--- config.mk ---
export PLATFORM = sky130hd
export DESIGN_NAME = apbLinkStatus
export DESIGN_NICKNAME = d
export VERILOG_FILES = /design/src/dec8b10bPkg.sv /design/src/apbLinkStatus.sv
export SDC_FILE = /design/constraint.sdc
export NUM_CORES = 1
export LEC_CHECK = 0
export ABC_AREA = 1
export BUFFER_PORTS_ARGS = -buffer_cell sky130_fd_sc_hd__buf_2
export CORE_ASPECT_RATIO = 1.2
export CORE_MARGIN = 1.5
export CORE_UTILIZATION = 45
export CTS_CLUSTER_DIAMETER = 150
export DETAILED_ROUTE_END_ITERATION = 8
export HOLD_SLACK_MARGIN = 0.03
export PLACE_DENSITY = 0.69
export SLEW_MARGIN = 20
export SYNTH_ARGS = -nofsm -noshare
export SYNTH_HDL_FRONTEND = slang
export SYNTH_SLANG_ARGS = --single-unit
--- constraint.sdc ---
create_clock -name CLK -period 1.9 [get_ports CLK]
set_clock_uncertainty 0.05 [all_clocks]
set_input_delay 0.19 -clock CLK [delete_from_list [all_inputs] [get_ports CLK]]
set_output_delay 0.19 -clock CLK [all_outputs]
set_load 0.005 [all_outputs]
--- src/dec8b10bPkg.sv ---
`default_nettype none

package dec8b10bPkg;

    // line symbol, fghj sits in bits 9:6 and abcdei in bits 5:0
    typedef logic [9:0] symbolT;
    typedef logic [7:0] byteT;
    typedef logic [5:0] sub6T;      // abcdei, a in bit 5
    typedef logic [3:0] sub4T;      // fghj, f in bit 3
    typedef logic [15:0] countT;
    typedef logic [7:0] apbAddrT;
    typedef logic [31:0] apbDataT;

    // effect of one subblock on the running disparity
    typedef enum logic [2:0] {
        dispNeutral    = 3'd0,      // balanced, legal under either disparity
        dispPositive   = 3'd1,      // more ones, needs minus and leaves plus
        dispNegative   = 3'd2,      // more zeros, needs plus and leaves minus
        dispNeedsMinus = 3'd3,      // 111000 or 1100
        dispNeedsPlus  = 3'd4       // 000111 or 0011
    } dispClassT;

    // running disparity encoding, status bit 0 uses the same values
    localparam logic rdMinus = 1'b0;
    localparam logic rdPlus  = 1'b1;

    localparam countT countMax = '1;    // counters stick here

    localparam apbAddrT regStatus       = 8'h00;  // a write of any value clears counters
    localparam apbAddrT regCodeErrCount = 8'h04;
    localparam apbAddrT regDispErrCount = 8'h08;
    localparam apbAddrT regSymbolCount  = 8'h0C;

endpackage

`default_nettype wire
--- src/apbLinkStatus.sv ---
`default_nettype none
`timescale 1ns/1ps

module apbLinkStatus (
    input  logic                 CLK,
    input  logic                 rstN,
    input  dec8b10bPkg::apbAddrT paddr,
    input  logic                 psel,
    input  logic                 penable,
    input  logic                 pwrite,
    input  dec8b10bPkg::apbDataT pwdata,
    input  logic                 runDisp,
    input  logic                 symbolSeen,
    input  logic                 codeErrSeen,
    input  logic                 dispErrSeen,
    output dec8b10bPkg::apbDataT prdata,
    output logic                 pready,
    output logic                 pslverr
);

    dec8b10bPkg::countT codeErrCount;
    dec8b10bPkg::countT dispErrCount;
    dec8b10bPkg::countT symbolCount;
    logic               stickyErr;
    logic               setupPhase;
    logic               accessPhase;
    logic               addrOk;
    logic               clearReq;

    function automatic dec8b10bPkg::countT bump(input dec8b10bPkg::countT value,
                                                input logic hit);
        if (hit && value != dec8b10bPkg::countMax) begin
            return value + 1'b1;
        end
        return value;
    endfunction

    assign setupPhase  = psel & ~penable;
    assign accessPhase = psel & penable;
    assign clearReq    = accessPhase & pwrite & (paddr == dec8b10bPkg::regStatus);

    // read mux, valid as soon as the address is on the bus
    always_comb begin
        prdata = '0;
        addrOk = 1'b1;
        case (paddr)
            dec8b10bPkg::regStatus:       prdata = {30'd0, stickyErr, runDisp};
            dec8b10bPkg::regCodeErrCount: prdata = {16'd0, codeErrCount};
            dec8b10bPkg::regDispErrCount: prdata = {16'd0, dispErrCount};
            dec8b10bPkg::regSymbolCount:  prdata = {16'd0, symbolCount};
            default:                      addrOk = 1'b0;
        endcase
    end

    always_ff @(posedge CLK) begin
        if (!rstN) begin
            pready       <= 1'b0;
            pslverr      <= 1'b0;
            codeErrCount <= '0;
            dispErrCount <= '0;
            symbolCount  <= '0;
            stickyErr    <= 1'b0;
        end else begin
            pready  <= setupPhase;              // setup now means access next cycle
            pslverr <= setupPhase & ~addrOk;
            if (clearReq) begin
                codeErrCount <= '0;             // clear beats a same-cycle bump
                dispErrCount <= '0;
                symbolCount  <= '0;
                stickyErr    <= 1'b0;
            end else begin
                codeErrCount <= bump(codeErrCount, codeErrSeen);
                dispErrCount <= bump(dispErrCount, dispErrSeen);
                symbolCount  <= bump(symbolCount, symbolSeen);
                stickyErr    <= stickyErr | codeErrSeen | dispErrSeen;
            end
        end
    end

    readyInAccess: assert property (@(posedge CLK) disable iff (!rstN)
        pready |-> (psel && penable));

    // Master must hold write data stable and defined during the access phase
    wdataKnown: assert property (@(posedge CLK) disable iff (!rstN)
        (accessPhase && pwrite) |-> !$isunknown(pwdata));

endmodule

`default_nettype wire

# After elaboration in Yosys (flattened, before gate mapping)
# Cells that the tools add are included.
# word_totals
reg_bits,51
in_bits,49
elab_cells,45
# op_classes
n_addsub,3
n_eq_ne,6
mux,14
bitwise_logic,10
reduce_logical,6
# ops
op,count
$pmux W16 S4,1
$add A16 B1 Y16 const B,3
$mux W16,3
$ne A16 B16 Y1 const B,3
$eq A8 B4 Y1 const B,2
$mux W1,10
$eq A8 B3 Y1 const B,1
$logic_not A8 Y1,1
$and A1 B1 Y1,5
$reduce_or A4 Y1,1
$logic_and A1 B1 Y1,3
$not A1 Y1,3
$or A1 B1 Y1,2
$reduce_or A2 Y1,1

# Longest topological paths before layout
# logic_depth
word_depth,5
mapped_depth,10

# Worst setup path after synthesis
# Ideal clock, no wire load.
# synth_timing
kind,reg-to-reg
from,register symbolCount[0]
to,register symbolCount[7]
setup_time_ps,115
t_arrival_ps,1326
t_required_ps,1735
slack_ps,409
path_stages_with_launch,10
synth_period_minus_slack_ps,1491
cell_sequence,dfxtp_1 ha_1 nand2_1 nor2_1 nand2_1 nor2_4 nand2_4 buf_6 a21oi_1 nor2_1
# synth_between
elab_chain_cells,5
# synth_lines
element,line,rtl
from (decl),apbLinkStatus.sv:23,dec8b10bPkg::countT symbolCount;
from (signal assigned),apbLinkStatus.sv:74,"symbolCount <= bump(symbolCount, symbolSeen);"
branches (longest 5 deep; another with $add A16 B1 Y16),n/a,
# Several ways; the timed one is not identified. The select of a mux whose other input is x is not followed.
# A chain may end at the register's enable or synchronous reset.

# Worst setup path in the final report
# layout_timing
from,register dispErrCount[0]
to,register dispErrCount[2]
# layout_between
elab_chain_cells,5
# layout_lines
element,line,rtl
from (decl),apbLinkStatus.sv:22,dec8b10bPkg::countT dispErrCount;
from (signal assigned),apbLinkStatus.sv:73,"dispErrCount <= bump(dispErrCount, dispErrSeen);"
branches (longest 5 deep; another with $add A16 B1 Y16),n/a,
# Several ways; the timed one is not identified. The select of a mux whose other input is x is not followed.

==> results.md <==
- Status: complete, no violations
- Final Cycle Share: 0.931
- Starting Density: 0.464
- Count of final hold-check violations: 0
- Iter 0 DRT Violations: 174
- Clk sink count: 51
- Layout cells sized above 1: 0.116
- Synthesized cell area: 3380 um2
- HPWL after DPL: 6.62 mm
- Largest net degree at the start of global routing: 26
- WL per Instance: 12.0 um
- Die X-Extent: 82.1 um
- Synth Register Bits: between 50 and 60
- Critical Path RT: between 2000 and 2500 ps
- Clk_lat worst skew: 320 ps
- Post-DP Area: 3590 um2
- Design Area, Final: 3720 um2
- Die Span Y: 97.9 um
- Avg Inst Size Synth: 5.89 um2
- Min Tclk post-route: roughly 1800 ps
- Critical path peak fanout: 13
- Yosys cell types: 29
- Final Util: 0.512
- Htree depth: 2
- Gr usage total: 0.216
- Dpl ws: 135 ps
- Vias per inst: 5.04
- Hold depth: 3
- Worst hold path type: in2reg
- Initial antenna violation count: 0
- RSZ-0062 raised after global routing: true
- Final Setup Violations: 0
- CP Capture Type: flop
- GR Overflow Total: 0
- Worst IR drop on VDD: 0.000306 V
- Number of global-route vias before repair: around 3200
- Core area: 7270 um2
- Startpoint types: flop
- Routed WL: 8.38 mm
- Cell Rows: 34
- DRC viols: 0
- Vias: 3536
- Post-DRT Antenna Nets: 0
- Worst-path clk slew: roughly 110 ps
- First-pass GRT wire length: 13.9 mm
- Slew Viols, Final: 0
- Placer Congestion: roughly 0.92
- Setup ws final: between 100 and 150 ps
- Max Fclk: between 500 and 600 MHz
- Leakage: 0.00170 uW
- FF-to-FF path depth: 7
- Total I/O pin count: 83
- Maxcap violations: 0
- CTS tree: yes
- Drt pass-1 iters: 4
- Power Density: 545 nW/um2
- Synth Warn #: 0
- Port bufs: 34
- CTS Root Buffer Type: clkbuf_8
- Clk buf depth: 2
- Area delta synth->final: 10.3%
- Post-Synthesis Cells: 574
- Num CTS Buffers: 5
- # nets final: 662
- ANT cells: 0
- Post-synthesis sequential area ratio: 0.302
- WP data arrival: 1970 ps
- Setup Fix Bufs, Post-CTS: 0
- Die ar.: 8040 um2
- Crit path kind: reg2reg
-- worst max-delay path, cell delays in order, from the launching register on --
cell	delay [ps]
dfxtp_1	420
ha_1	220
nand3_1	150
nor2_1	180
nand2_1	290
nand2_1	210
o21ai_0	90
nor2_1	100
-- final cells by class --
class,count,area (um2)
tap,90,113
sequential,51,1020
fill,763,3550
timing repair buffer,46,263
inverter,55,206
clock buffer,5,68.8
multi-input combinational,451,2000
clock inverter,3,46.3
-- Yosys cell counts, drive strengths merged --
cell type  count  area, um2
a21oi         39        195
and3           2       12.5
buf           31        208
clkbuf         1       3.75
conb           1       3.75
dfxtp         51       1020
ha             3       37.5
inv           55        206
nand2        180        688
nand3         70        350
nand3b         3       22.5
nand4         10       77.6
nor2         116        455
nor3           5       30.0
nor4           3       40.0
o211ai         1       7.51
o21ai          2       10.0
xor2           1       8.76
-- final timing paths --
kind                                startpoint                           end  slack [ps]
setup reg to reg  dispErrCount[0]$_SDFFE_PP0P_  dispErrCount[2]$_SDFFE_PP0P_         130
hold reg to reg           stickyErr$_SDFF_PP0_          stickyErr$_SDFF_PP0_         460
setup / recovery  dispErrCount[0]$_SDFFE_PP0P_  dispErrCount[2]$_SDFFE_PP0P_         130
hold / removal                            psel             pready$_SDFF_PN0_          40
-- where the power goes --
group          leakage [uW]  switching, uW  internal, uW  total (uW)
clock network     0.0000548            392           397         789
registers          0.000413           17.0          1080        1100
logic               0.00123           85.2          55.0         140
total               0.00170            494          1540        2030
-- layer usage --
layer  up-vias  global-route usage  share of wire
met5         -                   0              0
met4         0              0.0939          0.026
met3        24              0.0299          0.039
met2        77               0.361           0.49
met1      1576               0.271           0.45
li1       1859                   -              -
-- through the flow --
step	power [uW]	TNS (ps)	hold slack [ps]	std cells
4_1_cts	2050	0	39.8	701
2_1_floorplan	1240	0	220	589
3_5_place_dp	1260	0	329	692
3_3_place_gp	1260	0	326	692
6_report	2030	0	41.8	701
5_1_grt	2120	-518	76.5	701
-- sequential cells by signal, summed over array words and instances, names as in the netlist --
name,count
symbolCount,16
stickyErr,1
pslverr,1
pready,1
dispErrCount,16
codeErrCount,16
-- repair_timing --
action                                  CTS  global route
endpoints found under the setup margin    0            11
hold buffers                              1             0
resized for setup                         0             3
endpoints found under the hold margin     1             0
-- cells by family after synthesis --
kind of cell	after synthesis	share of synthesized area
and+or+nand+nor	389	0.496
buffers and inverters	87	0.124
DFF	51	0.302
AOI/OAI and AO/OA	42	0.0630
adders and majority gates	3	0.0111
xor gates and xnor gates	1	0.00259
other	1	0.00111
-- layout by cell type, fill, tap and decap left out, types with 2 or more instances in the layout --
cell      instances
dfxtp_1          49
nand3b_1          3
clkbuf_8          5
nand2_2           2
nor2_4            2
nor2_1          112
inv_1            50
dfxtp_2           2
ha_1              3
inv_2             5
and3_1            2
buf_2            34
nor3_1            4
o21ai_0           2
nor2_2            2
a21oi_1          39
nand3_1          70
nand2_1         177
nand4_1           9
conb_1           16
buf_4            11
Power figures use the tool's default switching activity.
