==> src/dec8b10bPkg.sv <==
`default_nettype none

package dec8b10bPkg;

    // line symbol, fghj sits in bits 9:6 and abcdei in bits 5:0
    typedef logic [9:0] symbolT;
    typedef logic [7:0] byteT;
    typedef logic [5:0] sub6T;      // abcdei, a in bit 5
    typedef logic [3:0] sub4T;      // fghj, f in bit 3
    typedef logic [15:0] countT;
    typedef logic [7:0] apbAddrT;
    typedef logic [31:0] apbDataT;

    // effect of one subblock on the running disparity
    typedef enum logic [2:0] {
        dispNeutral    = 3'd0,      // balanced, legal under either disparity
        dispPositive   = 3'd1,      // more ones, needs minus and leaves plus
        dispNegative   = 3'd2,      // more zeros, needs plus and leaves minus
        dispNeedsMinus = 3'd3,      // 111000 or 1100
        dispNeedsPlus  = 3'd4       // 000111 or 0011
    } dispClassT;

    // running disparity encoding, status bit 0 uses the same values
    localparam logic rdMinus = 1'b0;
    localparam logic rdPlus  = 1'b1;

    localparam countT countMax = '1;    // counters stick here

    localparam apbAddrT regStatus       = 8'h00;  // a write of any value clears counters
    localparam apbAddrT regCodeErrCount = 8'h04;
    localparam apbAddrT regDispErrCount = 8'h08;
    localparam apbAddrT regSymbolCount  = 8'h0C;

endpackage

`default_nettype wire
==> src/symbolCombiner.sv <==
`default_nettype none
`timescale 1ns/1ps

module symbolCombiner (
    input  logic                   CLK,
    input  logic                   rstN,
    input  logic                   symbolValid,
    input  logic [4:0]             lo5,
    input  logic                   lo5Valid,
    input  dec8b10bPkg::dispClassT lo6Class,
    input  logic [2:0]             hi3,
    input  logic                   hi3Valid,
    input  dec8b10bPkg::dispClassT hi4Class,
    output dec8b10bPkg::byteT      dataByte,
    output logic                   dataValid,
    output logic                   codeErr,
    output logic                   dispErr,
    output logic                   runDisp,
    output logic                   symbolSeen,
    output logic                   codeErrSeen,
    output logic                   dispErrSeen
);

    logic       bothValid;
    logic [1:0] step6;      // {rule broken, disparity after the 6b subblock}
    logic [1:0] step4;      // same for the 4b subblock

    // one subblock against the incoming disparity, the class still moves it
    function automatic logic [1:0] applyClass(input dec8b10bPkg::dispClassT cls,
                                              input logic rdIn);
        logic err;
        logic rdOut;
        err   = 1'b0;
        rdOut = rdIn;
        case (cls)
            dec8b10bPkg::dispPositive: begin
                err   = (rdIn != dec8b10bPkg::rdMinus);
                rdOut = dec8b10bPkg::rdPlus;
            end
            dec8b10bPkg::dispNegative: begin
                err   = (rdIn != dec8b10bPkg::rdPlus);
                rdOut = dec8b10bPkg::rdMinus;
            end
            dec8b10bPkg::dispNeedsMinus: err = (rdIn != dec8b10bPkg::rdMinus);
            dec8b10bPkg::dispNeedsPlus:  err = (rdIn != dec8b10bPkg::rdPlus);
            default: err = 1'b0;
        endcase
        return {err, rdOut};
    endfunction

    assign bothValid = lo5Valid & hi3Valid;
    assign step6     = applyClass(lo6Class, runDisp);
    assign step4     = applyClass(hi4Class, step6[0]);   // 4b sees the mid-symbol disparity

    always_ff @(posedge CLK) begin
        if (!rstN) begin
            dataValid <= 1'b0;
            codeErr   <= 1'b0;
            dispErr   <= 1'b0;
            runDisp   <= dec8b10bPkg::rdMinus;
        end else begin
            dataValid <= symbolValid;
            codeErr   <= symbolValid & ~bothValid;
            dispErr   <= symbolValid & bothValid & (step6[1] | step4[1]);
            if (symbolValid && bothValid) begin
                runDisp <= step4[0];    // a bad code keeps the old disparity
            end
        end
    end

    always_ff @(posedge CLK) begin
        if (symbolValid) begin
            dataByte <= {hi3, lo5};
        end
    end

    // the counters see the same registered events as the data port
    assign symbolSeen  = dataValid;
    assign codeErrSeen = codeErr;
    assign dispErrSeen = dispErr;

    errOnlyWithData: assert property (@(posedge CLK) disable iff (!rstN)
        (codeErr || dispErr) |-> dataValid);

    quietAfterReset: assert property (@(posedge CLK) !rstN |=> !dataValid);

endmodule

`default_nettype wire

==> config.mk <==
export PLATFORM = sky130hd
export DESIGN_NAME = symbolCombiner
export DESIGN_NICKNAME = d
export VERILOG_FILES = /design/src/dec8b10bPkg.sv /design/src/symbolCombiner.sv
export SDC_FILE = /design/constraint.sdc
export NUM_CORES = 1
export LEC_CHECK = 0
export ABC_CLOCK_PERIOD_IN_PS = 3100
export BUFFER_PORTS_ARGS = -buffer_cell sky130_fd_sc_hd__clkbuf_2
export CAP_MARGIN = 20
export CORE_MARGIN = 3
export CORE_UTILIZATION = 40
export CTS_CLUSTER_SIZE = 24
export DETAILED_ROUTE_END_ITERATION = 8
export PLACE_DENSITY_LB_ADDON = 0.15
export SETUP_SLACK_MARGIN = 0.05
export SYNTH_ARGS = -nofsm -noshare
export SYNTH_HDL_FRONTEND = slang
export SYNTH_SLANG_ARGS = --single-unit
==> constraint.sdc <==
create_clock -name CLK -period 3.1 [get_ports CLK]
set_input_delay 0.155 -clock CLK [delete_from_list [all_inputs] [get_ports CLK]]
set_output_delay 0.155 -clock CLK [all_outputs]
set_load 0.01 [all_outputs]
-- Word-level counts from Yosys, hierarchy flattened
Index checks and enable logic that the tools add are counted.
- bits in registers: 12
- input port bits: 19
- output and inout bits: 15
- word-level logic and storage cells: 30
- reduce and logical (&&, ||, !) cells: 5
- multiplexer cells: 4
- bitwise logic cells: 8
- equal/unequal tests: 8
- operators by type and width (operator ; count):
    $eq A3 B2 Y1 const B ; 4
    $pmux W1 S2 ; 4
    $reduce_or A2 Y1 ; 4
    $eq A3 B1 Y1 const B ; 2
    $eq A3 B3 Y1 const B ; 2
    $and A1 B1 Y1 ; 4
    $not A1 Y1 ; 3
    $logic_and A1 B1 Y1 ; 1
    $or A1 B1 Y1 ; 1

-- Depth between registers and ports, before layout
Gate-level depths: netlist (run 1).
- depth after elaboration: 6
- depth in mapped cells: 4
- gate-level depth less buffers: 4

-- Worst setup path after synthesis (run 1)
OpenSTA, ideal clock, no wires.
- path type: register to register
- start: register runDisp
- end: register dispErr
- buffers on the path: 0
- slack: 1917 ps
- required time: 2971 ps
- clock period less this slack: 1183 ps
- arrival: 1054 ps
- library setup time: 129 ps
- cell stages (with the launch flop): 5
- path through: dfxtp_1 > and2_1 > o21a_1 > a311oi_1 > o311ai_1
- cells in the longest elaborated chain, start to end: 5
- elaborated cells on any way between the ends: 7
- classes of those cells: 3 x mux; 4 x bitwise
- ends and longest elaborated chain (element ; line ; text):
    from (decl) ; symbolCombiner.sv:18 ; output logic runDisp,
    from (signal assigned) ; symbolCombiner.sv:60 ; runDisp <= dec8b10bPkg::rdMinus;
    from (signal assigned) ; symbolCombiner.sv:66 ; runDisp <= step4[0];
    $pmux W1 S2 ; symbolCombiner.sv:35 ; case (cls)
    $not A1 Y1 ; symbolCombiner.sv:41, symbolCombiner.sv:45 ;
    $pmux W1 S2 ; symbolCombiner.sv:35 ;
    $or A1 B1 Y1 * ; symbolCombiner.sv:64 ; dispErr <= symbolValid & bothValid & (step6[1] | step4[1]);
    $and A1 B1 Y1 * ; symbolCombiner.sv:64 ;
    to (signal assigned) ; symbolCombiner.sv:64 ;
    to (decl) ; symbolCombiner.sv:17 ; output logic dispErr,
Mark *: on every way between the ends. The rest lies on a longest branch, timed or not.
A chain may end at the register's enable or synchronous reset.

-- Final worst setup path (run 1)
Ends and elaborated chain as after synthesis.

==> run metrics, run 1 <==
result of the run completed; sequential fraction of design power 0.555; power spent charging and discharging nets 0.0797 mW; critical-path cell list and2_1 > o21a_1 > a311oi_1 > o311ai_1; max_cap viols 0; final cell area excluding filler cells 727 um2; Sequential Area 320 um2; net switching fraction of the power 0.237; count of state elements after synthesis 12; final core utilization 0.613; final weighted congestion of routability-driven global placement 0.773; number of non-filler instances in the completed layout 94; number of inserted diodes 0; unrepaired setup endpoints after global routing false; clk_lat worst skew 0.27 ns; sinks on the clock net 12; final period demand of the worst path 1.28 ns; H-tree depth 1; die area 0.00183 mm2; launching point of the worst reg2reg path runDisp; number of warnings issued by yosys 0; first-pass GRT wire length 1.91 mm; hold_ws 0.0519 ns; number of buffers added to fix hold violations after cts 0; number of buffers on the longest clock path 2; post-CTS setup buffer count 0; CTS clk-pin slew, worst paths 0.08 ns; worst min-delay path class primary input to flip-flop; mean number of vias per cell 5.20; total internal power 0.256 mW; setup slack of the worst register-to-register path 1.82 ns; multi-input gate area in the final layout 190 um2; number of placed instances, taps included 90; slew at the pin closest to its max-slew limit 0.290 ns; via count 489; number of gates resized after cts 0; hold path endpoint dataByte[6]; Hold Crit Start hi3[1]; unique cell type count in the Yosys netlist 26; worst-path cell with the longest stage delay sky130_fd_sc_hd__dfxtp_1; Period Utilization, post-route 0.413; power after layout 0.336 mW; critical path peak fanout 9; root cell of the clock tree sky130_fd_sc_hd__clkbuf_4; classification of the worst setup path flip-flop to flip-flop; net count reported at finish 100; number of DRC markers in iteration 0 6; peak supply drop 0.000295 V; Core Footprint 0.00119 mm2; destination of the worst register-to-register timing path dispErr; vias in the first global route 411; clock share of power 0.289; Slew HR 0.807; total negative slack 0 ns; count of buffer and inverter cells on the critical path 0; die boundary height 42.8 um; Final Hold Viols 0; total routing resource utilization after global routing 0.149; effective utilization at floorplan 0.456; drc violations 0; post-synthesis net count 65; capturing element type of the critical path flip-flop; x dimension of the die 42.8 um; number of buffers created by CTS 3; Routed WL per cell 12.8 um; Seq/Total Area, Yosys 0.593; relative area change from synthesis to final layout 34.5%; crit path setup slack, layout 1.82 ns; crit path DAT 1.42 ns; initial antenna violation count 0; Pwr Density 462 mW/mm2; Register-to-Register Path Depth 4; clock tree from TritonCTS done; wire length after detailed routing 1.20 mm; global route overflow 0; Layout fillers 104; instance area after placement 701 um2; dominant delay contributor by cell family on the critical path compound AO/OA/AOI/OAI gates; Top-Level Pins 34; number of cells on the worst hold path 1; Avg Cell Area, Syn 11.8 um2; dominant synthesized flop cell sky130_fd_sc_hd__edfxtp_1; number of enable-type register cells in the synthesized netlist 8; combinational fraction of design power 0.156; Async S/R FF share, synth 0; Post-Synthesis Cells 46; fraction of layout instances using a drive strength above 1 0.463; skew final 0.0163 ns; Site Rows 12; required time at the worst-slack endpoint 3.24 ns; endpoints failing setup 0; post-place setup slack 1.85 ns; final antenna-violating net count 0; maximum clock frequency 782 MHz; dpl hpwl 957 um; Critical Path Source Type flip-flop; Port Buffers 33; maximum number of pins on one net before global-route repair 11; highest cell delay on the worst timing path 0.40 ns; leakage power 0.332 nW; Pins Over Slew Limit 0; number of optimization iterations in the first detailed-route pass 4; post-synthesis cell area 541 um2
worst max path at each step:
stage,startpoint,to,slack (ns),cells after the start
6_report,runDisp,dispErr,1.82,4
2_1_floorplan,runDisp,dispErr,1.92,4
5_1_grt,runDisp,dispErr,1.70,4
3_3_place_gp,runDisp,dispErr,1.82,4
3_5_place_dp,runDisp,dispErr,1.85,4
4_1_cts,runDisp,dispErr,1.82,4
cell type report:
type,count,share of cell area
multi-input cells,29,0.262
repair buffers,33,0.227
clock buffers,4,0.0361
well taps,14,0.0241
flip-flops and latches,12,0.441
inverters,2,0.0103
layer usage:
layer	routed length (um)	global-route usage
met1	510	0.183
met2	554	0.210
met3	111	0.0508
met4	22	0.112
met5	0	0
layout by cell type (no fill, tap or decap), drive strengths merged:
cell,instances
a21boi,1
nand3,1
nor2b,1
nor2,5
inv,2
a21oi,1
o21ai,1
clkbuf,37
nand2b,2
or3,2
o211ai,1
and2,2
dfxtp,4
a211o,2
a32oi,1
o21a,1
edfxtp,8
and3,1
nor3b,1
a2bb2oi,1
a31oi,1
a32o,1
o22ai,1
o311ai,1
a311oi,1
cells in the mapped netlist, types with 2 or more instances:
cell                       count  area, um2
sky130_fd_sc_hd__edfxtp_1      8        240
sky130_fd_sc_hd__nand2b_1      2       12.5
sky130_fd_sc_hd__a211o_1       2       17.5
sky130_fd_sc_hd__dfxtp_1       4       80.1
sky130_fd_sc_hd__inv_1         2       7.51
sky130_fd_sc_hd__or3_1         2       12.5
sky130_fd_sc_hd__nor2_1        5       18.8
sky130_fd_sc_hd__buf_4         3       22.5
sequential cells by signal, indices dropped and copies added (netlist names):
signal / flops
runDisp: 1
codeErr: 1
dataValid: 1
dispErr: 1
dataByte: 8
power groups by stage:
stage / clock [mW] / combinational [mW] / sequential [mW]
2_1_floorplan: 0 / 0.0171 / 0.196
3_3_place_gp: 0 / 0.0522 / 0.190
3_5_place_dp: 0 / 0.0524 / 0.190
4_1_cts: 0.101 / 0.0528 / 0.187
5_1_grt: 0.115 / 0.0581 / 0.187
6_report: 0.0973 / 0.0523 / 0.187
logic make-up after synthesis:
group                  Yosys count  synth area share
AO/OA/AOI/OAI                   14             0.199
buffers and inverters            5            0.0556
AND/OR/NAND/NOR                 15             0.153
flip-flops                      12             0.593
No activity file was read; power rests on OpenSTA's default activity.
==> run 2, diff against run 1 <==
--- a/config.mk
+++ b/config.mk
@@ -5,7 +5,7 @@
 export SDC_FILE = /design/constraint.sdc
 export NUM_CORES = 1
 export LEC_CHECK = 0
-export ABC_CLOCK_PERIOD_IN_PS = 3100
+export ABC_CLOCK_PERIOD_IN_PS = 1250
 export BUFFER_PORTS_ARGS = -buffer_cell sky130_fd_sc_hd__clkbuf_2
 export CAP_MARGIN = 20
 export CORE_MARGIN = 3
==> constraint.sdc (replaced) <==
create_clock -name CLK -period 1.25 [get_ports CLK]
set_input_delay 0.0625 -clock CLK [delete_from_list [all_inputs] [get_ports CLK]]
set_output_delay 0.0625 -clock CLK [all_outputs]
set_load 0.01 [all_outputs]
==> run 2 against run 1 <==
Register-to-register slack got worse by 1.7 ns; critical path depth stayed put; setup slack lost 1.7 ns; total power rose to 2.6 times the previous value; highest routed layer unchanged; clock power rose to 2.5 times the previous value; via count up 8.2%; global-route usage is 1.5 points higher.
==> run metrics, run 2 (synthesized netlist as in run 1, its figures left out) <==
result of the run completed; die area 0.00183 mm2 (unchanged); number of buffers created by CTS 3 (unchanged); sinks on the clock net 12 (unchanged); endpoints failing setup 0 (unchanged); total internal power 0.657 mW (+160%); dpl hpwl 1.01 mm (+5.4%); vias in the first global route 473 (+15%); Critical Path Source Type flip-flop; post-place setup slack 0.0886 ns (-1.76 ns); relative area change from synthesis to final layout 52.8%; highest cell delay on the worst timing path 0.34 ns (-0.06 ns); net switching fraction of the power 0.239 (+0.00186); effective utilization at floorplan 0.456 (unchanged); number of optimization iterations in the first detailed-route pass 4 (unchanged); drc violations 0 (unchanged); global route overflow 0 (unchanged); total routing resource utilization after global routing 0.163 (+0.0146); critical-path cell list and2_4 > a32o_1 > a311oi_1 > o311ai_1; Routed WL per cell 12.9 um (+1.0%); skew final 0.00501 ns (-0.0113 ns); die boundary height 42.8 um (unchanged); Register-to-Register Path Depth 4 (unchanged); peak supply drop 0.000686 V (+130%); Final Hold Viols 0 (unchanged); post-CTS setup buffer count 0 (unchanged); Site Rows 12 (unchanged); Pins Over Slew Limit 0 (unchanged); largest register by flop count dataByte; clock share of power 0.282 (-0.007); CP endpoint dispErr; Top-Level Pins 34 (unchanged); initial antenna violation count 0 (unchanged); number of buffers on the longest clock path 2 (unchanged); Layout fillers 84 (-19%); Sequential Area 322 um2 (+0.39%); Port Buffers 33 (unchanged); Core Footprint 0.00119 mm2 (unchanged); critical path peak fanout 5 (-4); leakage power 0.378 nW (+14%); crit path DAT 1.30 ns (-0.12 ns); most common cell after layout, fill and taps aside sky130_fd_sc_hd__clkbuf_2; root cell of the clock tree sky130_fd_sc_hd__clkbuf_4; worst min-delay path class primary input to flip-flop; net count reported at finish 110 (+10%); multi-input gate area in the final layout 193 um2 (+1.3%); mean number of vias per cell 5.09 (-2.2%); Period Utilization, post-route 0.925 (+0.513); capturing element type of the critical path flip-flop; via count 529 (+8.2%); worst setup path startpoint runDisp; first-pass GRT wire length 2.15 mm (+13%); power spent charging and discharging nets 0.206 mW (+160%); final period demand of the worst path 1.16 ns (-0.123 ns); final weighted congestion of routability-driven global placement 0.807 (+4.4%); wire length after detailed routing 1.34 mm (+12%); max_cap viols 0 (unchanged); slew at the pin closest to its max-slew limit 0.218 ns (-0.0720 ns); setup slack of the worst register-to-register path 0.09 ns (-1.73 ns); x dimension of the die 42.8 um (unchanged); clock tree from TritonCTS done; CTS clk-pin slew, worst paths 0.07 ns (about the same); flip-flop count of the largest register, all copies and words added 8 (unchanged); most frequent cells in the layout 33 x sky130_fd_sc_hd__clkbuf_2, 8 x sky130_fd_sc_hd__edfxtp_1, 8 x sky130_fd_sc_hd__dlygate4sd3_1; maximum clock frequency 865 MHz (+11%); number of DRC markers in iteration 0 14 (+8); worst-path cell with the longest stage delay sky130_fd_sc_hd__dfxtp_2; fraction of layout instances using a drive strength above 1 0.456 (-0.00694); Pwr Density 1050 mW/mm2 (+130%); number of non-filler instances in the completed layout 104 (+11%); final antenna-violating net count 0 (unchanged); launching point of the worst reg2reg path runDisp; total negative slack 0 ns (unchanged); H-tree depth 1 (unchanged); destination of the worst register-to-register timing path dispErr; Slew HR 0.853 (+0.0460); maximum number of pins on one net before global-route repair 10 (-1); number of placed instances, taps included 92 (+2.2%); sequential fraction of design power 0.534 (-0.021); instance area after placement 716 um2 (+2.1%); final cell area excluding filler cells 826 um2 (+14%); crit path setup slack, layout 0.0935 ns (-1.73 ns); number of inserted diodes 0 (unchanged); classification of the worst setup path flip-flop to flip-flop; required time at the worst-slack endpoint 1.40 ns (-1.84 ns); clk_lat worst skew 0.27 ns (about the same); combinational fraction of design power 0.184 (+0.028); number of cells on the worst hold path 2 (+1); unrepaired setup endpoints after global routing true
-- run 2: cell types whose count changed in the layout (fill, tap and decap cells not counted), sizes merged --
cell         delta
dlygate4sd3     +8
buf             +2
-- run 2: routing by layer --
layer	vias to the layer above	part of all wire	GRT usage
li1	264	-	-
met1	234	0.43	0.193
met2	27	0.46	0.257
met3	4	0.081	0.0381
met4	0	0.028	0.112
met5	-	0	0
-- run 2: worst min-delay path by stage --
stage | end | from
floorplan | dataByte[0] | lo5[0]
global placement | dataByte[7] | hi3[2]
detailed placement | dataByte[6] | hi3[1]
CTS | codeErr | hi3Valid
global route | codeErr | hi3Valid
finish | codeErr | hi3Valid
-- run 2: what timing repair did --
item                       CTS  global route
hold buffers                 8             0
setup endpoints to repair    0             1
resized for setup            0             2
hold endpoints to repair     8             0
-- run 2: layout make-up --
class / instances / share of cell area
Multi-Input combinational cell: 29 / 0.233
Inverter: 2 / 0.00909
Tap cell: 14 / 0.0212
Timing Repair Buffer: 43 / 0.315
Sequential cell: 12 / 0.389
Clock buffer: 4 / 0.0318
-- run 2: per-stage QoR --
| step | power, mW | hold WS [ns] | util |
|---|---|---|---|
| after floorplan | 0.528 | 0.161 | - |
| after global placement | 0.604 | 0.240 | 0.603 |
| after detailed placement | 0.607 | 0.241 | 0.603 |
| after CTS | 0.878 | 0.0109 | 0.693 |
| after global routing | 0.913 | 0.0281 | 0.696 |
| final | 0.864 | 0.0175 | 0.696 |
-- run 2: worst max-delay path, delay by kind of cell (launching register included) --
family	cells	cell delay [ns]
compound gates	3	0.56
flops	1	0.34
simple gates	1	0.14
-- run 2: power by group through the flow --
stage	Sequential (mW)	Clock [mW]	Combinational, mW
CTS	0.461	0.260	0.158
floorplan	0.486	0	0.0425
global route	0.464	0.275	0.174
finish	0.461	0.244	0.159
global placement	0.468	0	0.135
detailed placement	0.470	0	0.137
