## config.mk

```make
export PLATFORM = sky130hd
export DESIGN_NAME = subblock4bDecoder
export DESIGN_NICKNAME = d
export VERILOG_FILES = /design/src/dec8b10bPkg.sv /design/src/subblock4bDecoder.sv
export SDC_FILE = /design/constraint.sdc
export NUM_CORES = 1
export LEC_CHECK = 0
export ABC_CLOCK_PERIOD_IN_PS = 1200
export BUFFER_PORTS_ARGS = -buffer_cell sky130_fd_sc_hd__buf_2
export CAP_MARGIN = 20
export CORE_AREA = 2 2 39 41
export DETAILED_ROUTE_END_ITERATION = 16
export DIE_AREA = 0 0 41 43
export SLEW_MARGIN = 20
export SYNTH_ARGS = -nofsm -noshare
export SYNTH_HDL_FRONTEND = slang
export SYNTH_SLANG_ARGS = --single-unit
export TNS_END_PERCENT = 30
```

## constraint.sdc

```tcl
create_clock -name vclk -period 1.2
set_input_delay 0.18 -clock vclk [all_inputs]
set_output_delay 0.18 -clock vclk [all_outputs]
set_load 0.005 [all_outputs]
```

## src/dec8b10bPkg.sv

```systemverilog
`default_nettype none

package dec8b10bPkg;

    // line symbol, fghj sits in bits 9:6 and abcdei in bits 5:0
    typedef logic [9:0] symbolT;
    typedef logic [7:0] byteT;
    typedef logic [5:0] sub6T;      // abcdei, a in bit 5
    typedef logic [3:0] sub4T;      // fghj, f in bit 3
    typedef logic [15:0] countT;
    typedef logic [7:0] apbAddrT;
    typedef logic [31:0] apbDataT;

    // effect of one subblock on the running disparity
    typedef enum logic [2:0] {
        dispNeutral    = 3'd0,      // balanced, legal under either disparity
        dispPositive   = 3'd1,      // more ones, needs minus and leaves plus
        dispNegative   = 3'd2,      // more zeros, needs plus and leaves minus
        dispNeedsMinus = 3'd3,      // 111000 or 1100
        dispNeedsPlus  = 3'd4       // 000111 or 0011
    } dispClassT;

    // running disparity encoding, status bit 0 uses the same values
    localparam logic rdMinus = 1'b0;
    localparam logic rdPlus  = 1'b1;

    localparam countT countMax = '1;    // counters stick here

    localparam apbAddrT regStatus       = 8'h00;  // a write of any value clears counters
    localparam apbAddrT regCodeErrCount = 8'h04;
    localparam apbAddrT regDispErrCount = 8'h08;
    localparam apbAddrT regSymbolCount  = 8'h0C;

endpackage

`default_nettype wire
```

## src/subblock4bDecoder.sv

```systemverilog
`default_nettype none
`timescale 1ns/1ps

module subblock4bDecoder (
    input  dec8b10bPkg::sub4T      sub4,
    output logic [2:0]             hi3,
    output logic                   hi3Valid,
    output dec8b10bPkg::dispClassT hi4Class
);

    logic [6:0] row;    // valid flag, decoded bits and class

    always_comb begin
        case (sub4)
            4'b1011: row = {1'b1, 3'd0, dec8b10bPkg::dispPositive};
            4'b0100: row = {1'b1, 3'd0, dec8b10bPkg::dispNegative};
            4'b1001: row = {1'b1, 3'd1, dec8b10bPkg::dispNeutral};
            4'b0101: row = {1'b1, 3'd2, dec8b10bPkg::dispNeutral};
            4'b1100: row = {1'b1, 3'd3, dec8b10bPkg::dispNeedsMinus};
            4'b0011: row = {1'b1, 3'd3, dec8b10bPkg::dispNeedsPlus};
            4'b1101: row = {1'b1, 3'd4, dec8b10bPkg::dispPositive};
            4'b0010: row = {1'b1, 3'd4, dec8b10bPkg::dispNegative};
            4'b1010: row = {1'b1, 3'd5, dec8b10bPkg::dispNeutral};
            4'b0110: row = {1'b1, 3'd6, dec8b10bPkg::dispNeutral};
            4'b1110: row = {1'b1, 3'd7, dec8b10bPkg::dispPositive};
            4'b0001: row = {1'b1, 3'd7, dec8b10bPkg::dispNegative};
            // alternate D.x.7, accepted without checking the 6b neighbour
            4'b0111: row = {1'b1, 3'd7, dec8b10bPkg::dispPositive};
            4'b1000: row = {1'b1, 3'd7, dec8b10bPkg::dispNegative};
            default: row = {1'b0, 3'd0, dec8b10bPkg::dispNeutral};    // 0000 and 1111
        endcase
    end

    assign hi3Valid = row[6];
    assign hi3      = row[5:3];
    assign hi4Class = dec8b10bPkg::dispClassT'(row[2:0]);

endmodule

`default_nettype wire

```

== After elaboration in Yosys (flattened, before gate mapping) ==
Memories as Yosys holds them, arrays and structs flattened.
Cells that the tools add are included.
Word-level totals
  register bits after elaboration: 0
  memory bits (read-only): 112
  input port bits: 4
  output and inout bits: 7
  memories: 1
Memories
  (name not given): depth 16, width 7, read ports 1, clocked after Yosys merged registers in 0, write ports 0, line subblock4bDecoder.sv:14  | case (sub4)

== Longest topological paths before layout ==
Gate-level depths: netlist of run 1.
An unclocked memory read counts as a cell.
  depth in word-level cells: 1
  mapped depth: 5
  gate-level depth less buffers: 5

== Worst setup path before layout of run 1 ==
Ideal clock, no wire load.
  kind: input-to-output
  start: in sub4[0]
  end: out hi3[0]
  data arrival time: 807 ps
  slack: 213 ps
  cell stages on the path: 5
  buffers on the path: 0
  cell sequence: inv_1 > ha_1 > nand2b_1 > o221ai_1 > o21ai_1
Between the ends
  cells in the longest elaborated chain, start to end: 1
Ends and longest elaborated chain
  start: declaration: line subblock4bDecoder.sv:5  | input dec8b10bPkg::sub4T sub4,
  memory 16 x 7 bit
  end: declaration: line subblock4bDecoder.sv:6  | output logic [2:0] hi3,
Every way passes these cells.

== Worst setup path in the final report of run 1 ==
Same ends and word-level chain as after synthesis.

==> results of run 1 <==
final timing paths:
| path | start | to | slack, ps | cells past startpoint |
|---|---|---|---|---|
| worst max-delay path | sub4[0] | hi3[0] | -10 | 7 |
| worst min-delay path | sub4[2] | hi3[2] | 740 | 3 |
per-layer routing:
layer | wire length (µm) | vias up | global-route usage
li1 | - | 139 | -
met1 | 256 | 127 | 0.0854
met2 | 406 | 6 | 0.113
met3 | 20 | 2 | 0
met4 | 23 | 0 | 0
met5 | 0 | - | 0
cells by family after synthesis:
kind of cell,Yosys count,synth area share
and+or+nand+nor,11,0.219
AOI/OAI and AO/OA,8,0.240
adders and majority gates,5,0.260
buffers and inverters,5,0.125
xor gates and xnor gates,2,0.0729
muxes,2,0.0833
where the power goes:
group	switching, W	internal (W)
clock network	0	0
logic	0.0000721	0.0000709
registers	0	0
total	0.0000721	0.0000709
repair_timing:
item                                    CTS  global route
gates resized for setup                   4            16
buffers inserted                          0             0
pin swaps                                 2             1
gates cloned                              0             0
endpoints found under the setup margin    5             6
stage by stage:
step / instance area [µm²] / hold slack, ps / total power, W
6_report: 407 / 742 / 0.000143
5_1_grt: 407 / 756 / 0.000158
4_1_cts: 342 / 739 / 0.000118
3_5_place_dp: 327 / 732 / 0.000112
3_3_place_gp: 327 / 724 / 0.000111
2_1_floorplan: 240 / 465 / 0.0000678
cells in the final DEF, fill, tap and decap left out, drive strengths merged, types with 2 or more instances in the layout:
cell type / synthesis / layout
nand2b: 2 / 2
nand2: 2 / 2
o21ai: 2 / 2
nor3: 2 / 2
nor2: 3 / 3
inv: 3 / 3
ha: 5 / 5
a21oi: 3 / 3
mux2i: 2 / 2
buf: 2 / 15
cell type report:
class	count	area, µm²
multi-input combinational	28	275
timing repair buffer	15	97.6
inverter	3	13.8
fill	150	977
tap	16	20.0
==> results.md, run 1 <==
* Status: finished with violations
* Failing checks: negative setup slack
* Synthesized instance count at 33
* Post-synthesis cell area at 240 µm²
* Hold Vio Cnt, Final at 0
* Most frequent cell after synthesis: ha_1
* Clock buffers at 0
* Core area at 0.00138 mm²
* Post-synth top area cell: ha_1
* First-pass GRT wire length at 834 µm
* Worst-path cell chain: buf_4 > inv_4 > ha_2 > nand2b_4 > o221ai_2 > o21ai_1 > buf_2
* Initial antenna violation count at 0
* Row cnt at 14
* Vias in the first global route at 221
* Post-route ant nets at 0
* Place WS at -64.6 ps
* Util after Layout at 0.294
* DR WL/cell at 11.4 µm
* Tmin final at 1210 ps
* Antenna Cells at 0
* Final non-filler cell total at 62
* Unrepaired setup endpoints after global routing: true
* Min-Delay Path Class: input pin to output port
* Synth-to-layout area growth at 69.3%
* Max Fclk at 826 MHz
* Wirelength, routed at 706 µm
* CP max stage cell: o221ai_2
* Iteration-0 DRC Markers at 0
* Port Buf Inserts at 11
* Crit path DAT at 1030 ps
* Synth cell types at 20
* Startpoint Class: input pin
* Total global routing track utilization at 0.0629
* Final setup viols at 1
* First-pass iteration count of the detailed router at 1
* Post-route clock period utilization at 1.01
* Area contributors post-synth: ha_1, mux2i_1, a211oi_2, nand2b_1, buf_6
* Leakage at 0.177 nW
* Pin count of the biggest net entering global routing at 11
* Sequential cell area fraction in the yosys report at 0
* Worst slew pin tran at 197 ps
* Data required time of the worst path at 1020 ps
* CP endpoint kind: output port
* Slew margin rel. at 0.868
* Initial Util at 0.174
* Final Max Tran Viols at 0
* Crit-path max cell delay at 180 ps
* CP top delay family: buffers and inverters
* Vias per std cell at 4.42
* # Max-Cap Violations at 0
* Crit path max fanout at 3
* YS warnings at 0
* WP buf/inv at 3
* Power density cells at 352 mW/mm²
* Syn_nets at 42
* Top cells by count, synth: ha_1, inv_1, nor2_1
* Synth Area per Inst at 7.28 µm²
* Area occupied by registers at 0 µm²
* Nets at 57
* Synth top area share at 0.260
* Share of layout cells above drive strength 1 at 0.609
* Die Y at 43 µm
* Setup CP Type: input pin to output port
* Post-placement cell count at 62
* Sequential cell count at 0
* Placer's final routability congestion estimate at 0.671
* Grt total ovfl at 0
* Hold_buf cts at 0
* DRC Markers at 0
* Setup_tns at -11.3 ps
* Final worst slack at -11.3 ps
* Die area at 0.00176 mm²
* Final HPWL DP at 470 µm
* VDD IR max at 0.0000941 V
* Via count at 274
* Ports at 11
* Chip width at 41 µm
Power figures use the tool's default switching activity.
==> run 2: changes to the inputs <==
- ABC_AREA: unset -> 1
- PLACE_DENSITY_LB_ADDON: unset -> 0.08
- RECOVER_POWER: unset -> 25
==> run 2 against run 1 <==
Against the previous run: the flow now finishes without violations; global-route usage up 1.1 points; area after synthesis up 8.3%; non-clock buffer count down 1; critical path depth up 1; maximum frequency up 8.6%; power down 14%; cell area down 8.6%; die area unchanged; routed wire length down 18%; combinational power down 14%; core utilization down 2.5 points; largest power group unchanged.
==> results.md, run 2 <==
* GR Util met2 at 0.122 (+0.00937)
* Synthesized instance count at 51 (+55%)
* Commonest non-fill, non-tap cell in the layout: nand2_1
* # fillers at 168 (+12%)
* Most frequent cells in the layout: nand2_1, buf_2, buf_4
* Final Max Tran Viols at 0 (unchanged)
* Total global routing track utilization at 0.0739 (+0.0110)
* Row cnt at 14 (unchanged)
* Placed Area at 350 µm² (+7.3%)
* Startpoint Class: input pin
* Post-synth top area cell: nand2_1
* # Max-Cap Violations at 0 (unchanged)
* Met1 GRT Util at 0.111 (+0.0253)
* Worst slew pin tran at 181 ps (-16.5 ps)
* Multi-input gate area at 240 µm² (-13%)
* DR WL/cell at 7.28 µm (-36%)
* Top cells by count, synth: nand2_1, inv_1, ha_1
* Final setup viols at 0 (-1)
* Max Fclk at 897 MHz (+8.6%)
* Port Buf Inserts at 11 (unchanged)
* Pin count of the biggest net entering global routing at 11 (unchanged)
* Antenna Cells at 0 (unchanged)
* Data required time of the worst path at 1020 ps (about the same)
* GR met3 Demand/Resource at 0 (unchanged)
* Synth top area share at 0.389 (+0.129)
* Post-route ant nets at 0 (unchanged)
* Setup CP Type: input pin to output port
* Util after Layout at 0.269 (-0.0253)
* Vias in the first global route at 255 (+15%)
* Vias per std cell at 4.01 (-9.2%)
* Nets at 75 (+32%)
* Status: completed
* Hold Path Cell Cnt at 3 (unchanged)
* Post-route design area at 372 µm² (-8.6%)
* Final HPWL DP at 497 µm (+5.9%)
* Core area at 0.00138 mm² (unchanged)
* Setup_tns at 0 ps (+11.3 ps)
* Via count at 321 (+17%)
* Crit-path max cell delay at 260 ps (+80 ps)
* VDD IR max at 0.0000759 V (-19%)
* Leakage at 0.224 nW (+27%)
* Post-route clock period utilization at 0.929 (-0.0800)
* Hold_buf cts at 0 (unchanged)
* YS warnings at 0 (unchanged)
* Placer's final routability congestion estimate at 0.700 (+4.2%)
* CP dominant cell by count: nand2_1
* Sequential cell count at 0 (unchanged)
* Crit path DAT at 940 ps (-90 ps)
* Min-Delay Path Class: input pin to output port
* Power density cells at 330 mW/mm² (-6.0%)
* Area contributors post-synth: nand2_1, ha_1, inv_1, nand3_1, a21oi_2
* Die Y at 43 µm (unchanged)
* First-pass GRT wire length at 1000 µm (+20%)
* DRC Markers at 0 (unchanged)
* CP max stage cell: ha_4
* Iteration-0 DRC Markers at 2 (+2)
* Die area at 0.00176 mm² (unchanged)
* CP endpoint kind: output port
* Synth cell types at 10 (-50%)
* Slew margin rel. at 0.879 (+0.0108)
* Area occupied by registers at 0 µm² (unchanged)
* Most frequent cell after synthesis: nand2_1
* Synth-to-layout area growth at 42.8%
* Crit path max fanout at 5 (+2)
* Share of layout cells above drive strength 1 at 0.359 (-0.249)
* Synth Area per Inst at 5.10 µm² (-30%)
* Grt total ovfl at 0 (unchanged)
* Ports at 11 (unchanged)
* Wirelength, routed at 582 µm (-18%)
* Setup bufs post-CTS at 0 (unchanged)
* Sequential cell area fraction in the yosys report at 0 (unchanged)
* Initial antenna violation count at 0 (unchanged)
* Chip width at 41 µm (unchanged)
* Initial Util at 0.188 (+0.0145)
* Tmin final at 1120 ps (-96.0 ps)
* Worst-path cell chain: buf_4 > inv_2 > ha_4 > inv_1 > a21oi_2 > nand2_1 > nand2_1 > buf_2
* GRT busiest layer: met2
* Syn_nets at 60 (+43%)
* First-pass iteration count of the detailed router at 2 (+1)
* Clock buffers at 0 (unchanged)
* Post-synthesis cell area at 260 µm² (+8.3%)
* Hold Vio Cnt, Final at 0 (unchanged)
[run 2: layout make-up]
type,count,share of cell area
timing repair buffer,14,0.219
tap,16,0.0539
multi-input combinational,42,0.646
inverter,8,0.0808
[run 2: worst max-delay path: cells and delay by family]
family                     cells  cell delay (ps)
and+or+nand+nor                2               90
AOI/OAI and AO/OA              1              100
adders and majority gates      1              260
buffers and inverters          4              300
[run 2: cells by family after synthesis]
logic type / share of synthesized area
buf+inv: 0.144
compound gates: 0.120
fa+ha+maj: 0.240
simple gates: 0.495
[run 2: final timing paths]
| kind | endpoint | startpoint |
|---|---|---|
| setup / recovery | hi3[2] | sub4[1] |
| hold / removal | hi4Class[2] | sub4[3] |
[run 2: stage by stage]
| stage | power, W | worst slack (ps) | std cells | hold slack [ps] |
|---|---|---|---|---|
| CTS | 0.000117 | 3.37 | 80 | 666 |
| detailed placement | 0.000116 | -9.44 | 80 | 666 |
| finish | 0.000123 | 84.7 | 80 | 644 |
| floorplan | 0.0000705 | 266 | 51 | 391 |
| global placement | 0.000119 | -25.4 | 80 | 664 |
| global route | 0.000143 | -3.13 | 80 | 669 |
[run 2: what timing repair did]
action / CTS / global route
endpoints found under the setup margin: 2 / 5
pin swaps: 1 / 0
resized for setup: 1 / 8
[run 2: metal layers]
| metal | vias to the layer above | share of wire |
|---|---|---|
| li1 | 180 | - |
| met1 | 137 | 0.48 |
| met2 | 4 | 0.50 |
| met3 | 0 | 0.024 |
| met4 | 0 | 0 |
| met5 | - | 0 |
[run 2: power by group]
group	total (W)	internal [W]	switching, W
clock	0	0	0
combinational	0.000123	0.0000557	0.0000671
sequential	0	0	0
total	0.000123	0.0000557	0.0000671
==> run 3: changes to the inputs <==
- CELL_PAD_IN_SITES_DETAIL_PLACEMENT: unset -> 1
- CELL_PAD_IN_SITES_GLOBAL_PLACEMENT: unset -> 1
==> run 3 against run 2 <==
Against the previous run: non-clock buffer count stayed put; routed wire length rose by 17%; via count increased by 1.2%; largest cell class unchanged; critical path type unchanged; largest power group unchanged.
==> results.md, run 3 (synthesized netlist as in run 2, its figures left out) <==
* Status: completed
* Chip width at 41 µm (unchanged)
* Total power at 0.000126 W (+2.6%)
* Leakage at 0.225 nW (+0.41%)
* Wirelength, routed at 679 µm (+17%)
* First-pass GRT wire length at 1120 µm (+12%)
* Min-Delay Path Class: input pin to output port
* Startpoint Class: input pin
* Setup bufs post-CTS at 0 (unchanged)
* Hold Vio Cnt, Final at 0 (unchanged)
* Final setup viols at 0 (unchanged)
* Vias per std cell at 4.06 (+1.2%)
* Max Fclk at 889 MHz (-0.82%)
* Post-route clock period utilization at 0.937 (+0.00768)
* Antenna Cells at 0 (unchanged)
* Worst Hold Slack at 649 ps (+5.04 ps)
* Worst slew pin tran at 207 ps (+25.9 ps)
* Clock buffers at 0 (unchanged)
* Crit path max fanout at 4 (-1)
* Final Max Tran Viols at 0 (unchanged)
* Final non-filler cell total at 80 (unchanged)
* Commonest non-fill, non-tap cell in the layout: nand2_1
* Port Buf Inserts at 11 (unchanged)
* Sequential cell count at 0 (unchanged)
* DRC Markers at 0 (unchanged)
* First-pass iteration count of the detailed router at 2 (unchanged)
* Via count at 325 (+1.2%)
* Pin count of the biggest net entering global routing at 11 (unchanged)
* DR WL/cell at 8.49 µm (+17%)
* Core area at 0.00138 mm² (unchanged)
* Nets at 75 (unchanged)
* Slew margin rel. at 0.862 (-0.0173)
* Die area at 0.00176 mm² (unchanged)
* Ports at 11 (unchanged)
* Final HPWL DP at 591 µm (+19%)
* Hold_buf cts at 0 (unchanged)
* Post-route ant nets at 0 (unchanged)
* Synth-to-layout area growth at 44.2%
* Iteration-0 DRC Markers at 2 (unchanged)
* Initial Util at 0.188 (unchanged)
* Share of layout cells above drive strength 1 at 0.375 (+0.0156)
* Power density cells at 336 mW/mm² (+1.6%)
* Area occupied by registers at 0 µm² (unchanged)
* Unrepaired setup endpoints after global routing: false
* Data required time of the worst path at 1020 ps (about the same)
* Row cnt at 14 (unchanged)
* Multi-input gate area at 240 µm² (unchanged)
* Crit path DAT at 940 ps (about the same)
* Placer's final routability congestion estimate at 0.682 (-2.5%)
* Post-placement cell count at 80 (unchanged)
* Tmin final at 1120 ps (+9.21 ps)
* Vias in the first global route at 268 (+5.1%)
* Placed Area at 350 µm² (unchanged)
* Most frequent cells in the layout: nand2_1, buf_2, inv_2, nand3_1, buf_4
* Post-route design area at 375 µm² (+1.0%)
* # Max-Cap Violations at 0 (unchanged)
* Grt total ovfl at 0 (unchanged)
* Die Y at 43 µm (unchanged)
* Total global routing track utilization at 0.0859 (+0.0120)
* Setup CP Type: input pin to output port
* VDD IR max at 0.0000924 V (+22%)
* Initial antenna violation count at 0 (unchanged)
* # fillers at 187 (+11%)
* CP endpoint kind: output port
run 3: changes by cell type in the layout (fill, tap and decap cells not counted):
cell and change:
o21ai_1 -1, buf_6 +1, inv_2 +1, o21ai_0 +1, inv_1 -1, buf_4 -1
run 3: layout make-up:
class | count | share of cell area
multi-input cells | 42 | 0.640
repair buffers | 14 | 0.227
inverters | 8 | 0.0800
well taps | 16 | 0.0533
run 3: per-stage QoR:
stage	utilization	worst slack, ps	TNS [ps]
floorplan	-	266	0
global placement	0.253	-28.9	-42.5
detailed placement	0.253	-34.2	-63.6
CTS	0.266	0.400	0
global route	0.271	0.324	0
finish	0.271	75.5	0
run 3: per-layer routing:
layer / track usage / share of wire
met5: 0 / 0
met4: 0 / 0
met3: 0 / 0.054
met2: 0.134 / 0.44
met1: 0.136 / 0.51
run 3: repair_timing:
item / CTS / global route
pin swaps: 1 / 2
hold endpoints to repair: 0 / 0
gates resized for setup: 4 / 6
setup endpoints to repair: 2 / 5
run 3: worst paths after layout:
| kind | cells after the start | start | slack (ps) | to |
|---|---|---|---|---|
| worst max-delay path | 8 | sub4[0] | 80 | hi3[2] |
| worst min-delay path | 3 | sub4[3] | 650 | hi4Class[2] |
run 3: worst max-delay path, cell delays in order:
cell and delay, ps:
buf_4 100, inv_2 60, ha_4 260, nand2_1 60, nand2_1 80, nand2_1 50, nand2_1 60, buf_2 100
run 3: report_power, final:
group	internal, W	switching, W
Sequential	0	0
Clock	0	0
Combinational	0.0000568	0.0000691
